[src/common/tile_pkg.sv]
// Tilemap shared package with frame limits, register map and bus types
package tile_pkg;

    // Register window 1C00-1FFF, bits 9:7 pick the register
    localparam logic [15:0] REG_BASE_HI = 16'h1C00;

    localparam logic [2:0] REG_CFG   = 3'd0; // 1C00 mapper and colour mode
    localparam logic [2:0] REG_SCR   = 3'd1; // 1C80 row/col scroll enables
    localparam logic [2:0] REG_INT   = 3'd2; // 1D00 interrupt enables
    localparam logic [2:0] REG_BANK0 = 3'd3; // 1D80
    localparam logic [2:0] REG_RMRD  = 3'd4; // 1E00 ROM read bank
    localparam logic [2:0] REG_FLIP  = 3'd5; // 1E80
    localparam logic [2:0] REG_BANK1 = 3'd6; // 1F00

    // Frame of 384 pixels by 264 lines
    localparam logic [8:0] H_START    = 9'h020;
    localparam logic [8:0] H_END      = 9'h19F;
    localparam logic [8:0] V_START    = 9'h0F8;
    localparam logic [8:0] V_END      = 9'h1FF;
    localparam logic [8:0] ROWSCR_END = 9'h04F; // Row scroll table read before this

    typedef struct packed {
        logic [1:0]  map_sel;     // CPU memory map
        logic        same_col_n;  // Low replaces colour bits 3:2 with bank bits
        logic        cscrb_en;
        logic        rscrb_en;
        logic        cscra_en;
        logic        rscra_en;
        logic [1:0]  fine_row;    // Per layer, high scrolls every line
        logic [2:0]  int_en;      // irq, firq, nmi
        logic [7:0]  bank0;
        logic [7:0]  bank1;
        logic [7:0]  rmrd_bank;
        logic        flip;
        logic        hflip_en;
        logic        vflip_en;
        logic [16:0] spare;
    } tile_cfg_t;

    // Scan port word, tile entry or scroll pair depending on phase
    typedef union packed {
        struct packed { logic [7:0] attr; logic [7:0] code; } tile;
        struct packed { logic [7:0] scr_hi; logic [7:0] scr_lo; } scr;
    } scan_word_u;

    typedef struct packed {
        logic [12:0] rom_addr;
        logic [7:0]  col;
    } layer_out_t;

    typedef struct packed {
        logic [8:0] hdump;
        logic [8:0] vdump;
        logic       pxl_cen;
    } video_pos_t;

endpackage

[src/video_timing.sv]
// Video timing, pixel enable plus horizontal and vertical dump counters
`timescale 1ns/1ps

module video_timing (
    input  logic                 clk,
    input  logic                 rst,
    output tile_pkg::video_pos_t pos
);
    import tile_pkg::*;

    logic [8:0] hdump;
    logic [8:0] vdump;
    logic       cen;

    assign pos = {hdump, vdump, cen};

    always_ff @(posedge clk or posedge rst) begin
        if (rst) begin
            cen   <= 1'b0;
            hdump <= H_START;
            vdump <= V_START;
        end else begin
            cen <= ~cen; // Half clock pixel rate
            if (cen) begin
                if (hdump == H_END) begin
                    hdump <= H_START;
                    // Next line, wraps to the top of the frame
                    if (vdump == V_END)
                        vdump <= V_START;
                    else
                        vdump <= vdump + 9'd1;
                end else begin
                    hdump <= hdump + 9'd1;
                end
            end
        end
    end

endmodule

[config.mk]
export PLATFORM = sky130hd
export DESIGN_NAME = video_timing
export DESIGN_NICKNAME = d
export VERILOG_FILES = /design/src/common/tile_pkg.sv /design/src/video_timing.sv
export SDC_FILE = /design/constraint.sdc
export NUM_CORES = 1
export LEC_CHECK = 0
export BUFFER_PORTS_ARGS = -buffer_cell sky130_fd_sc_hd__buf_2
export CAP_MARGIN = 20
export CORE_AREA = 2 2 47 49
export DETAILED_ROUTE_END_ITERATION = 10
export DIE_AREA = 0 0 49 51
export GPL_TIMING_DRIVEN = 0
export HOLD_SLACK_MARGIN = 0.03
export MAX_ROUTING_LAYER = met4
export PLACE_DENSITY = 0.82
export SYNTH_ARGS = -nofsm -noshare
export SYNTH_HDL_FRONTEND = slang
export SYNTH_SLANG_ARGS = --single-unit
[constraint.sdc]
create_clock -name clk -period 5.57 [get_ports clk]
set_input_delay 0.557 -clock clk [delete_from_list [all_inputs] [get_ports clk]]
set_output_delay 0.557 -clock clk [all_outputs]
set_load 0.1 [all_outputs]
* After elaboration in Yosys (flattened, before gate mapping)
Index checks and enable logic that the tools add are counted.
** Storage, ports and cells
- Bits in registers :: 19
- Latch bits :: 0
- Bits in writable memories :: 0
- ROM bits :: 0
- Input bits :: 2
- Output and inout port bits :: 19
- Logic and storage cells :: 11
- Memories :: 0
** Cells by class
- Add/sub/neg operators :: 2
- $mul :: 0
- Div/mod/pow operators :: 0
- Order comparisons :: 0
- Eq/ne operators :: 2
- Shift-type cells :: 0
- Multiplexer cells :: 2
- Bitwise gates (word level) :: 1
- Reduce and logical (&&, ||, !) cells :: 1
** Operators with widths (number)
- adder 9 x 1 -> 9 bit, second input constant :: 2
- equality test 9 bit, second input constant :: 2
- 2-to-1 mux 9 bit :: 2
- AND reduction 2 bit :: 1
- NOT 1 bit :: 1

* Longest topological paths before layout
Gate-level depths: netlist (run 1).
- Word-level depth :: 2
- Mapped depth :: 9
- Depth with buffers taken out :: 8

* Least setup slack after synthesis (run 1)
Ideal clock, no wire load.
- Path type :: flip-flop to flip-flop
- From :: reg vdump[0]
- To :: reg vdump[7]
- Setup time :: 0.083 ns
- Arrival time :: 2.722 ns
- Data required time :: 5.487 ns
- Setup slack :: 2.764 ns
- Stages on the path, launching flop included :: 10
- Path buffers :: 1
- Clock period less this slack :: 2.806 ns
- Cell sequence :: dfrtp_1 ha_1 and3_1 nand2_1 nor2_1 ha_1 clkdlybuf4s50_2 a41o_1 a21oi_1 a41oi_1
** Between the ends
- Longest elaborated chain between the ends :: 2
- Elaborated cells on any way between the ends :: 3
- Classes of those cells :: add/sub: 1; eq/ne: 1; mux: 1
** RTL lines
- start, declared :: RTL line video_timing.sv:12 : logic [8:0] vdump;
- start signal, assigned :: RTL line video_timing.sv:31 : vdump <= vdump + 9'd1;
- adder 9 x 1 -> 9 bit / equality test 9 bit (equally long branches) :: RTL line video_timing.sv:31, video_timing.sv:28
- 2-to-1 mux 9 bit * :: RTL line video_timing.sv:28 : if (vdump == V_END)
Mark *: on every way between the ends. The rest lies on a longest branch, timed or not.
A chain may end at the register's enable or synchronous reset.

* Final worst setup path (run 1)
Same ends and word-level chain as after synthesis.

==> results.py, run 1 <==
metrics = {
    "floorplan": {
        "initial_core_util_pct": 53.0,
        "core_region_area_um2": 2060,
        "floorplan.die.height_um": 51,
        "top_level_ports": 21,
        "placement_rows": 17,
        "die-width_um": 49,
        "die_area_um2": 2500,
    },
    "synth": {
        "ys_top_cells_by_area": "sky130_fd_sc_hd__dfrtp_1, sky130_fd_sc_hd__dfstp_2, sky130_fd_sc_hd__nand2_1",
        "seq_area_frac_synth_pct": 44.2,
        "yosys_register_bits": 19,
        "synth_top_area_cell": "sky130_fd_sc_hd__dfrtp_1",
        "synthesis.nets": 113,
        "syn-instance-count": 107,
        "yosys.cell_types.count": 39,
        "synth_warnings": 0,
        "asyncSetResetFlopFracSynth_pct": 100,
        "most_repeated_cell_in_the_gate_level_netlist_after_synthesis": "sky130_fd_sc_hd__nand2_1",
        "syn_avg_cell_area_um2": 10.2,
        "synth_largest_type_area_fraction_pct": 29.7,
        "syn_area_um2": 1090,
        "synth_flop_cell": "sky130_fd_sc_hd__dfrtp_1",
        "synth_enable_flop_cells": 0,
        "ys_top_cells_by_count": "sky130_fd_sc_hd__nand2_1, sky130_fd_sc_hd__dfrtp_1, sky130_fd_sc_hd__nor2_1",
    },
    "worst_setup_path": {
        "critical_path.startpoint_type": "flip-flop",
        "crit_required_ns": 5.80,
        "critical_path.max_fanout": 8,
        "critPathTopFamily": "buffers and inverters",
        "critical-path-slowest-cell": "sky130_fd_sc_hd__clkdlybuf4s50_2",
        "crit_chain": "ha_1, and3_1, nand2_1, nor2_1, ha_1, clkdlybuf4s50_2, a41o_1, a21oi_1, a41oi_1",
        "worst-path-buf-inv": 1,
        "crit_path_frequent_cell": "sky130_fd_sc_hd__ha_1",
        "worst-endpoint-arrival_ns": 2.60,
        "worstSetupEndpointType": "flip-flop",
        "critical_path_class": "reg -> reg",
        "critPathMaxStageDelay_ns": 0.59,
    },
    "final_layout": {
        "nNetsFinal": 138,
        "area_delta_synth_final_pct": 14.9,
        "share_of_layout_cells_above_drive_strength_1_pct": 35.9,
        "diodes": 0,
    },
    "global_routing": {
        "antenna_found_initial": 0,
        "wire_length_of_the_first_global_routing_pass_um": 3620,
        "globalRoute.totalOverflow": 0,
        "vias_in_the_first_global_route": 829,
        "grt_usage_pct": 19.5,
        "largest_net_degree_at_the_start_of_global_routing": 20,
    },
    "pwr": {
        "power_report.internal_total_mw": 0.165,
        "total_leakage_power_nw": 0.664,
        "total_switching_power_mw": 0.0463,
        "vdd_drop_max_v": 0.000160,
        "pwr-share-clk_pct": 33.4,
        "p_sw_share_pct": 21.9,
        "register_share_of_total_power_pct": 65.3,
        "p_total_mw": 0.212,
        "powerDensity_nw_per_um2": 168,
        "share_comb_of_total_power_pct": 1.3,
    },
    "route": {
        "first_pass_iters": 4,
        "postRouteWirelength_um": 2020,
        "vias": 879,
        "ant_nets": 0,
        "vias_per_cell": 5.53,
        "avgRoutedWirePerCell_um": 12.7,
        "detailedRoute.firstIterationViolations": 10,
        "drt_drc_violations_left": 0,
    },
    "sta": {
        "finalWorstPathRequiredPeriod_ns": 2.37,
        "timing.final.hold_violations": 0,
        "setup_viol_count_final": 0,
        "timing.clock.skew_ns": 0.00182,
        "fin_crit_sh_pct": 42.6,
        "setup-tns-final_ns": 0,
        "fmaxAchievable_mhz": 422,
        "slew_viol_final": 0,
        "worst_slew_pin_slew_ns": 0.689,
        "maxSlewHeadroom_pct": 54.0,
        "rsz0062_at_grt": "false",
        "postLayoutSetupSlackWorst_ns": 3.20,
    },
    "placed_design": {
        "finalWeightedCongestion": 0.851,
        "port_buffers": 20,
        "placement.setup.worst_slack_ns": 3.22,
        "dp_hpwl_um": 1510,
    },
    "cts": {
        "clock_tree.root_cell": "sky130_fd_sc_hd__clkbuf_4",
        "worst_setup_hold_path_clk_slew_ns": 0.11,
        "cts_made_buffers": 3,
        "post-cts-setup-buffers": 0,
        "cts_tree": "yes",
        "clock_latency_of_the_later_clocked_register_in_the_worst_skew_pair_ns": 0.30,
        "clock_path_buffers": 2,
        "clkSinkCount": 19,
        "cts.htree.levels": 1,
        "cts.repair.resized": 0,
        "cts_hold_repair.buffers": 0,
    },
    "outcome": {
        "run_status": "finished clean",
    },
    "flow_run": {
        "drv.max_cap_violation_count": 0,
    },
    "hold_path": {
        "min-delay-path-class": "in -> async",
    },
}
[flip-flops by register name, summed over array words and instances (netlist names)]
signal and flops:
hdump 9, vdump 9, cen 1
[cell type report]
class	instances	area [µm²]
Timing Repair Buffer	20	100
Sequential cell	19	483
Multi-Input combinational cell	80	544
Inverter	3	11.3
Clock buffer	3	22.5
Fill cell	189	807
Tap cell	28	35.0
Buffer	5	55.1
Clock inverter	1	5.00
[routing by layer]
metal	up-vias	track usage (%)	part of all wire, %
met4	0	11.4	2.3
met1	421	23.7	47
met2	22	31.3	47
li1	431	-	-
met5	-	-	0
met3	5	2.63	3.9
[layout by cell type, fill, tap and decap left out, types with 2 or more instances in the layout]
master                     count
sky130_fd_sc_hd__nand4_1       2
sky130_fd_sc_hd__dfstp_2       6
sky130_fd_sc_hd__nand4_2       2
sky130_fd_sc_hd__nor3_1        4
sky130_fd_sc_hd__o21ai_0       2
sky130_fd_sc_hd__a21o_1        4
sky130_fd_sc_hd__clkbuf_4      3
sky130_fd_sc_hd__a21oi_1       7
sky130_fd_sc_hd__inv_1         3
sky130_fd_sc_hd__dfrtp_1      13
sky130_fd_sc_hd__a31o_2        2
sky130_fd_sc_hd__xnor2_1       4
sky130_fd_sc_hd__buf_6         2
sky130_fd_sc_hd__nand2_1      16
sky130_fd_sc_hd__nand3_1       2
sky130_fd_sc_hd__nand3b_1      2
sky130_fd_sc_hd__buf_2        20
sky130_fd_sc_hd__ha_1          4
sky130_fd_sc_hd__nor2_1        9
sky130_fd_sc_hd__or3_1         2
[metrics by stage]
step	util (%)	cell area (µm²)	hold slack, ns	cells
floorplan	-	1090	0.504	107
global placement	59.6	1230	0.515	155
detailed placement	59.6	1230	0.530	155
CTS	60.9	1260	0.372	159
global route	60.9	1260	0.386	159
finish	60.9	1260	0.336	159
[final timing paths]
| path | start | to | depth (start not counted) | slack (ns) |
|---|---|---|---|---|
| min in group clk | vdump[8] | vdump[8] | 2 | 0.55 |
| max in group asynchronous | rst | hdump[6] | 2 | 4.80 |
| worst max register to register | vdump[0] | vdump[7] | 9 | 3.20 |
| worst max-delay path | vdump[0] | vdump[7] | 9 | 3.20 |
| worst min register to register | vdump[8] | vdump[8] | 2 | 0.55 |
| worst min-delay path | rst | vdump[0] | 2 | 0.34 |
[power groups by stage]
| stage | registers (mW) | logic, mW | clock network (mW) |
|---|---|---|---|
| global route | 0.138 | 0.00341 | 0.0777 |
| detailed placement | 0.141 | 0.00314 | 0 |
| global placement | 0.141 | 0.00310 | 0 |
| floorplan | 0.141 | 0.00203 | 0 |
| finish | 0.138 | 0.00282 | 0.0706 |
| CTS | 0.138 | 0.00314 | 0.0714 |
[kinds of logic after synthesis]
family          Yosys count  share of synthesized area [%]
fa+ha+maj                 4                           4.58
flops                    19                           44.2
compound gates           21                           12.9
buf+inv                   8                           6.06
simple gates             49                           27.3
xor+xnor                  5                           4.00
mux                       1                          0.915
No activity file was read; power rests on OpenSTA's default activity.
==> inputs of run 2 (changes only) <==
CORE_AREA = 2 2 51 53   (was 2 2 47 49)
DIE_AREA = 0 0 53 55   (was 0 0 49 51)
PLACE_DENSITY = 0.74   (was 0.82)
clock period = 2.1 ns   (was 5.57 ns; I/O delays follow)
==> results.py, run 2 (synthesized netlist as in run 1, its figures left out) <==
metrics = {
    "outcome": {
        "run_status": "finished clean",
    },
    "cts": {
        "clock_latency_of_the_later_clocked_register_in_the_worst_skew_pair_ns": 0.30,
        "clkSinkCount": 19,
        "worst_setup_hold_path_clk_slew_ns": 0.12,
        "clock_tree.root_cell": "sky130_fd_sc_hd__clkbuf_4",
        "cts_made_buffers": 3,
        "cts.htree.levels": 1,
        "cts_tree": "yes",
        "clock_path_buffers": 2,
    },
    "flow_run": {
        "drv.max_cap_violation_count": 0,
    },
    "worst_setup_path": {
        "crit_required_ns": 2.32,
        "reg2reg_slack_ns": 0.19,
        "reg2reg_from": "vdump[3]",
        "crit_chain": "and3_1, nand2_1, nor2_2, ha_1, a41o_1, a21oi_1, a41oi_1",
        "worst_reg2reg_path_length_in_cells": 7,
        "worst-endpoint-arrival_ns": 2.13,
        "worst-path-buf-inv": 0,
        "critical_path.max_fanout": 8,
        "critical_path_depth": 7,
        "timing.rr.end": "vdump[7]",
        "critPathMaxStageDelay_ns": 0.65,
        "critPathTopFamily": "flip-flops",
        "critical_path.startpoint_type": "flip-flop",
        "worstSetupEndpointType": "flip-flop",
        "crit_path_start": "vdump[3]",
        "critical_path_class": "reg -> reg",
        "worst_setup_path_endpoint": "vdump[7]",
        "critical-path-slowest-cell": "sky130_fd_sc_hd__dfstp_4",
    },
    "sta": {
        "timing.clock.skew_ns": 0.00897,
        "setup_viol_count_final": 0,
        "timing.final.hold_violations": 0,
        "rsz0062_at_grt": "false",
        "fin_crit_sh_pct": 90.9,
        "worst_slew_pin_slew_ns": 0.717,
        "setup-tns-final_ns": 0,
        "fmaxAchievable_mhz": 524,
        "postLayoutSetupSlackWorst_ns": 0.191,
        "maxSlewHeadroom_pct": 52.1,
        "finalWorstPathRequiredPeriod_ns": 1.91,
        "slew_viol_final": 0,
    },
    "floorplan": {
        "die-width_um": 53,
        "die_area_um2": 2920,
        "placement_rows": 18,
        "core_region_area_um2": 2360,
        "initial_core_util_pct": 46.2,
        "top_level_ports": 21,
        "floorplan.die.height_um": 55,
    },
    "final_layout": {
        "share_of_layout_cells_above_drive_strength_1_pct": 44.4,
        "finalInstanceArea_um2": 1310,
        "diodes": 0,
        "nNetsFinal": 140,
        "n_fill_cell": 220,
        "post-route-util_pct": 55.6,
        "layout_common_cells": "sky130_fd_sc_hd__buf_2, sky130_fd_sc_hd__nand2_1, sky130_fd_sc_hd__nor2_1",
        "area_delta_synth_final_pct": 20.1,
        "layout_commonest_cell": "sky130_fd_sc_hd__buf_2",
        "reg_top3": "hdump (9), vdump (9), cen (1)",
    },
    "route": {
        "first_pass_iters": 6,
        "vias": 897,
        "drt_drc_violations_left": 0,
        "detailedRoute.firstIterationViolations": 11,
        "postRouteWirelength_um": 2100,
        "vias_per_cell": 5.50,
        "avgRoutedWirePerCell_um": 12.9,
        "ant_nets": 0,
    },
    "pwr": {
        "register_share_of_total_power_pct": 64.2,
        "power_report.internal_total_mw": 0.440,
        "p_sw_share_pct": 22.8,
        "total_leakage_power_nw": 0.657,
        "pwr-share-clk_pct": 34.2,
        "vdd_drop_max_v": 0.000367,
        "powerDensity_nw_per_um2": 434,
        "share_comb_of_total_power_pct": 1.6,
        "total_switching_power_mw": 0.130,
    },
    "global_routing": {
        "vias_in_the_first_global_route": 818,
        "globalRoute.totalOverflow": 0,
        "largest_net_degree_at_the_start_of_global_routing": 20,
        "antenna_found_initial": 0,
        "grt_usage_pct": 17.7,
        "wire_length_of_the_first_global_routing_pass_um": 3590,
    },
    "placed_design": {
        "placement.cell_area_um2": 1270,
        "placement.setup.worst_slack_ns": 0.0897,
        "finalWeightedCongestion": 0.806,
        "dp_hpwl_um": 1550,
        "port_buffers": 20,
    },
    "hold_path": {
        "min-delay-path-class": "reg -> reg",
    },
}
[run 2: layer usage]
| layer | vias up | share of wire, % | global-route usage (%) |
|---|---|---|---|
| met1 | 424 | 45 | 20.3 |
| met2 | 28 | 48 | 29.8 |
| met4 | 0 | 2.8 | 8.97 |
| met5 | - | 0 | - |
| met3 | 10 | 3.6 | 3.49 |
| li1 | 435 | - | - |
[run 2: worst register-to-register path, delay by kind of cell (launching register included)]
family,cells,cell delay [ns]
flip-flops,1,0.65
AND/OR/NAND/NOR,3,0.47
AO/OA/AOI/OAI,3,0.39
adder cells (fa/ha/maj),1,0.33
[run 2: stage by stage]
step	hold slack, ns	power (mW)	std cells
floorplan	0.156	0.378	107
global placement	0.361	0.381	157
detailed placement	0.363	0.381	157
CTS	0.527	0.575	162
global route	0.543	0.596	163
finish	0.525	0.571	163
[run 2: final cells by class]
type | count | area [µm²] | area share [%]
tap | 30 | 37.5 | 2.86
clock buffer | 3 | 22.5 | 1.71
multi-input combinational | 80 | 559 | 42.6
buffer | 4 | 43.8 | 3.33
sequential | 19 | 507 | 38.6
timing repair buffer | 23 | 125 | 9.52
inverter | 3 | 11.3 | 0.857
clock inverter | 1 | 7.51 | 0.571
[run 2: power by group through the flow]
| stage | registers, mW | clock network (mW) | logic [mW] |
|---|---|---|---|
| after CTS | 0.366 | 0.199 | 0.00984 |
| after global placement | 0.373 | 0 | 0.00834 |
| after detailed placement | 0.373 | 0 | 0.00840 |
| after global routing | 0.366 | 0.219 | 0.0109 |
| after floorplan | 0.373 | 0 | 0.00538 |
| final | 0.366 | 0.195 | 0.00917 |
[run 2: worst min-delay path by stage]
stage / start / end / cells after the start
6_report: vdump[2] / vdump[2] / 1
5_1_grt: vdump[2] / vdump[2] / 1
4_1_cts: vdump[2] / vdump[2] / 1
3_5_place_dp: rst / vdump[1] / 2
3_3_place_gp: rst / vdump[1] / 2
2_1_floorplan: rst / cen / 1
[run 2: timing repair]
action | 4_1_cts | 5_1_grt
setup buffers | 0 | 2
gates resized for setup | 0 | 1
endpoints found under the hold margin | 11 | 0
setup endpoints to repair | 0 | 4
hold buffers | 1 | 0
==> inputs of run 3 (changes only) <==
CORE_AREA = 2 2 47 49   (was 2 2 51 53)
DIE_AREA = 0 0 49 51   (was 0 0 53 55)
PLACE_DENSITY = 0.82   (was 0.74)
clock period = 2.4 ns   (was 2.1 ns; I/O delays follow)
==> results.py, run 3 (synthesized netlist as in run 1, its figures left out) <==
metrics = {
    "outcome": {
        "run_status": "finished clean",
    },
    "placed_design": {
        "port_buffers": 20,
        "dp_hpwl_um": 1530,
        "finalWeightedCongestion": 0.791,
        "placement.cell_area_um2": 1260,
        "placement.setup.worst_slack_ns": 0.0937,
    },
    "route": {
        "vias_per_cell": 5.62,
        "ant_nets": 0,
        "avgRoutedWirePerCell_um": 12.9,
        "detailedRoute.firstIterationViolations": 20,
        "postRouteWirelength_um": 2040,
        "vias": 888,
        "first_pass_iters": 4,
        "drt_drc_violations_left": 0,
    },
    "global_routing": {
        "grt_usage_pct": 18.9,
        "globalRoute.totalOverflow": 0,
        "largest_net_degree_at_the_start_of_global_routing": 20,
        "vias_in_the_first_global_route": 789,
        "wire_length_of_the_first_global_routing_pass_um": 3450,
        "antenna_found_initial": 0,
    },
    "cts": {
        "post-cts-setup-buffers": 0,
        "cts.repair.resized": 0,
        "cts_made_buffers": 3,
        "worst_setup_hold_path_clk_slew_ns": 0.11,
        "clock_path_buffers": 2,
        "cts_hold_repair.buffers": 0,
        "clock_latency_of_the_later_clocked_register_in_the_worst_skew_pair_ns": 0.31,
        "cts_tree": "yes",
        "clkSinkCount": 19,
        "cts.htree.levels": 1,
        "clock_tree.root_cell": "sky130_fd_sc_hd__clkbuf_4",
    },
    "pwr": {
        "vdd_drop_max_v": 0.000441,
        "powerDensity_nw_per_um2": 387,
        "total_leakage_power_nw": 0.653,
    },
    "sta": {
        "timing.clock.skew_ns": 0.00290,
        "setup_viol_count_final": 0,
        "postLayoutSetupSlackWorst_ns": 0.468,
        "worst_slew_pin_slew_ns": 0.711,
        "setup-tns-final_ns": 0,
        "fmaxAchievable_mhz": 518,
        "slew_viol_final": 0,
        "timing.final.hold_violations": 0,
        "finalWorstPathRequiredPeriod_ns": 1.93,
        "rsz0062_at_grt": "false",
        "hold_ws_ns": 0.0251,
        "maxSlewHeadroom_pct": 52.5,
        "fin_crit_sh_pct": 80.5,
    },
    "floorplan": {
        "die-width_um": 49,
        "initial_core_util_pct": 53.0,
        "floorplan.die.height_um": 51,
        "placement_rows": 17,
        "top_level_ports": 21,
        "core_region_area_um2": 2060,
        "die_area_um2": 2500,
    },
    "final_layout": {
        "area_delta_synth_final_pct": 16.5,
        "reg_top3": "hdump (9), vdump (9), cen (1)",
        "diodes": 0,
        "nNetsFinal": 137,
        "layout_common_cells": "sky130_fd_sc_hd__buf_2, sky130_fd_sc_hd__nand2_1, sky130_fd_sc_hd__dfrtp_1",
        "post-route-util_pct": 61.7,
        "layout_commonest_cell": "sky130_fd_sc_hd__buf_2",
        "finalInstanceArea_um2": 1270,
        "share_of_layout_cells_above_drive_strength_1_pct": 38.5,
    },
    "worst_setup_path": {
        "critical_path_class": "reg -> reg",
        "reg2reg_from": "vdump[3]",
        "critical_path.max_fanout": 8,
        "crit_required_ns": 2.63,
        "worstSetupEndpointType": "flip-flop",
        "worst-endpoint-arrival_ns": 2.16,
        "crit_path_start": "vdump[3]",
        "critical_path.startpoint_type": "flip-flop",
    },
    "hold_path": {
        "min-delay-path-class": "in -> async",
    },
    "flow_run": {
        "drv.max_cap_violation_count": 0,
    },
}
[run 3: changes by cell type in the layout (fill, tap and decap cells not counted), sizes merged]
cell / change
buf: -2
dlygate4sd3: -1
clkinv: +1
clkinvlp: -1
[run 3: path summary, 6_finish.rpt]
check                      slack (ns)       end  cells past startpoint
min in group clk                 0.52  vdump[2]                      1
hold / removal                   0.03  vdump[0]                      2
hold reg to reg                  0.52  vdump[2]                      1
max in group asynchronous        1.86  vdump[1]                      2
setup / recovery                 0.47  vdump[7]                      7
setup reg to reg                 0.47  vdump[7]                      7
[run 3: critical path, cell delays in order, from the launching register on]
cell and delay, ns:
sky130_fd_sc_hd__dfstp_4 0.64, sky130_fd_sc_hd__and3_1 0.22, sky130_fd_sc_hd__nand2_1 0.09, sky130_fd_sc_hd__nor2_1 0.16, sky130_fd_sc_hd__ha_1 0.35, sky130_fd_sc_hd__a41o_1 0.13
sky130_fd_sc_hd__a21oi_1 0.06, sky130_fd_sc_hd__a41oi_1 0.20
[run 3: metrics by stage]
step,total power [mW],instances
floorplan,0.331,107
global placement,0.333,155
detailed placement,0.334,155
CTS,0.498,159
global route,0.514,158
finish,0.493,158
[run 3: cell type report]
class,instances,area (µm²)
Buffer,4,43.8
Sequential cell,19,499
Timing Repair Buffer,20,100
Multi-Input combinational cell,80,557
Tap cell,28,35.0
Clock inverter,1,5.00
Fill cell,182,790
Clock buffer,3,22.5
Inverter,3,11.3
[run 3: power by group]
part	total, mW	internal, mW	switching, mW	leakage, nW
Sequential	0.320	0.320	0	0.225
Combinational	0.00673	0.000655	0.00607	0.410
Clock	0.166	0.0623	0.104	0.0177
[run 3: routing by layer]
metal / global-route usage [%] / vias to the layer above / share of wire (%)
met5: - / - / 0
met4: 8.57 / 0 / 1.7
met3: 3.51 / 5 / 4.1
met2: 31.1 / 22 / 48
met1: 22.9 / 429 / 46
li1: - / 432 / -
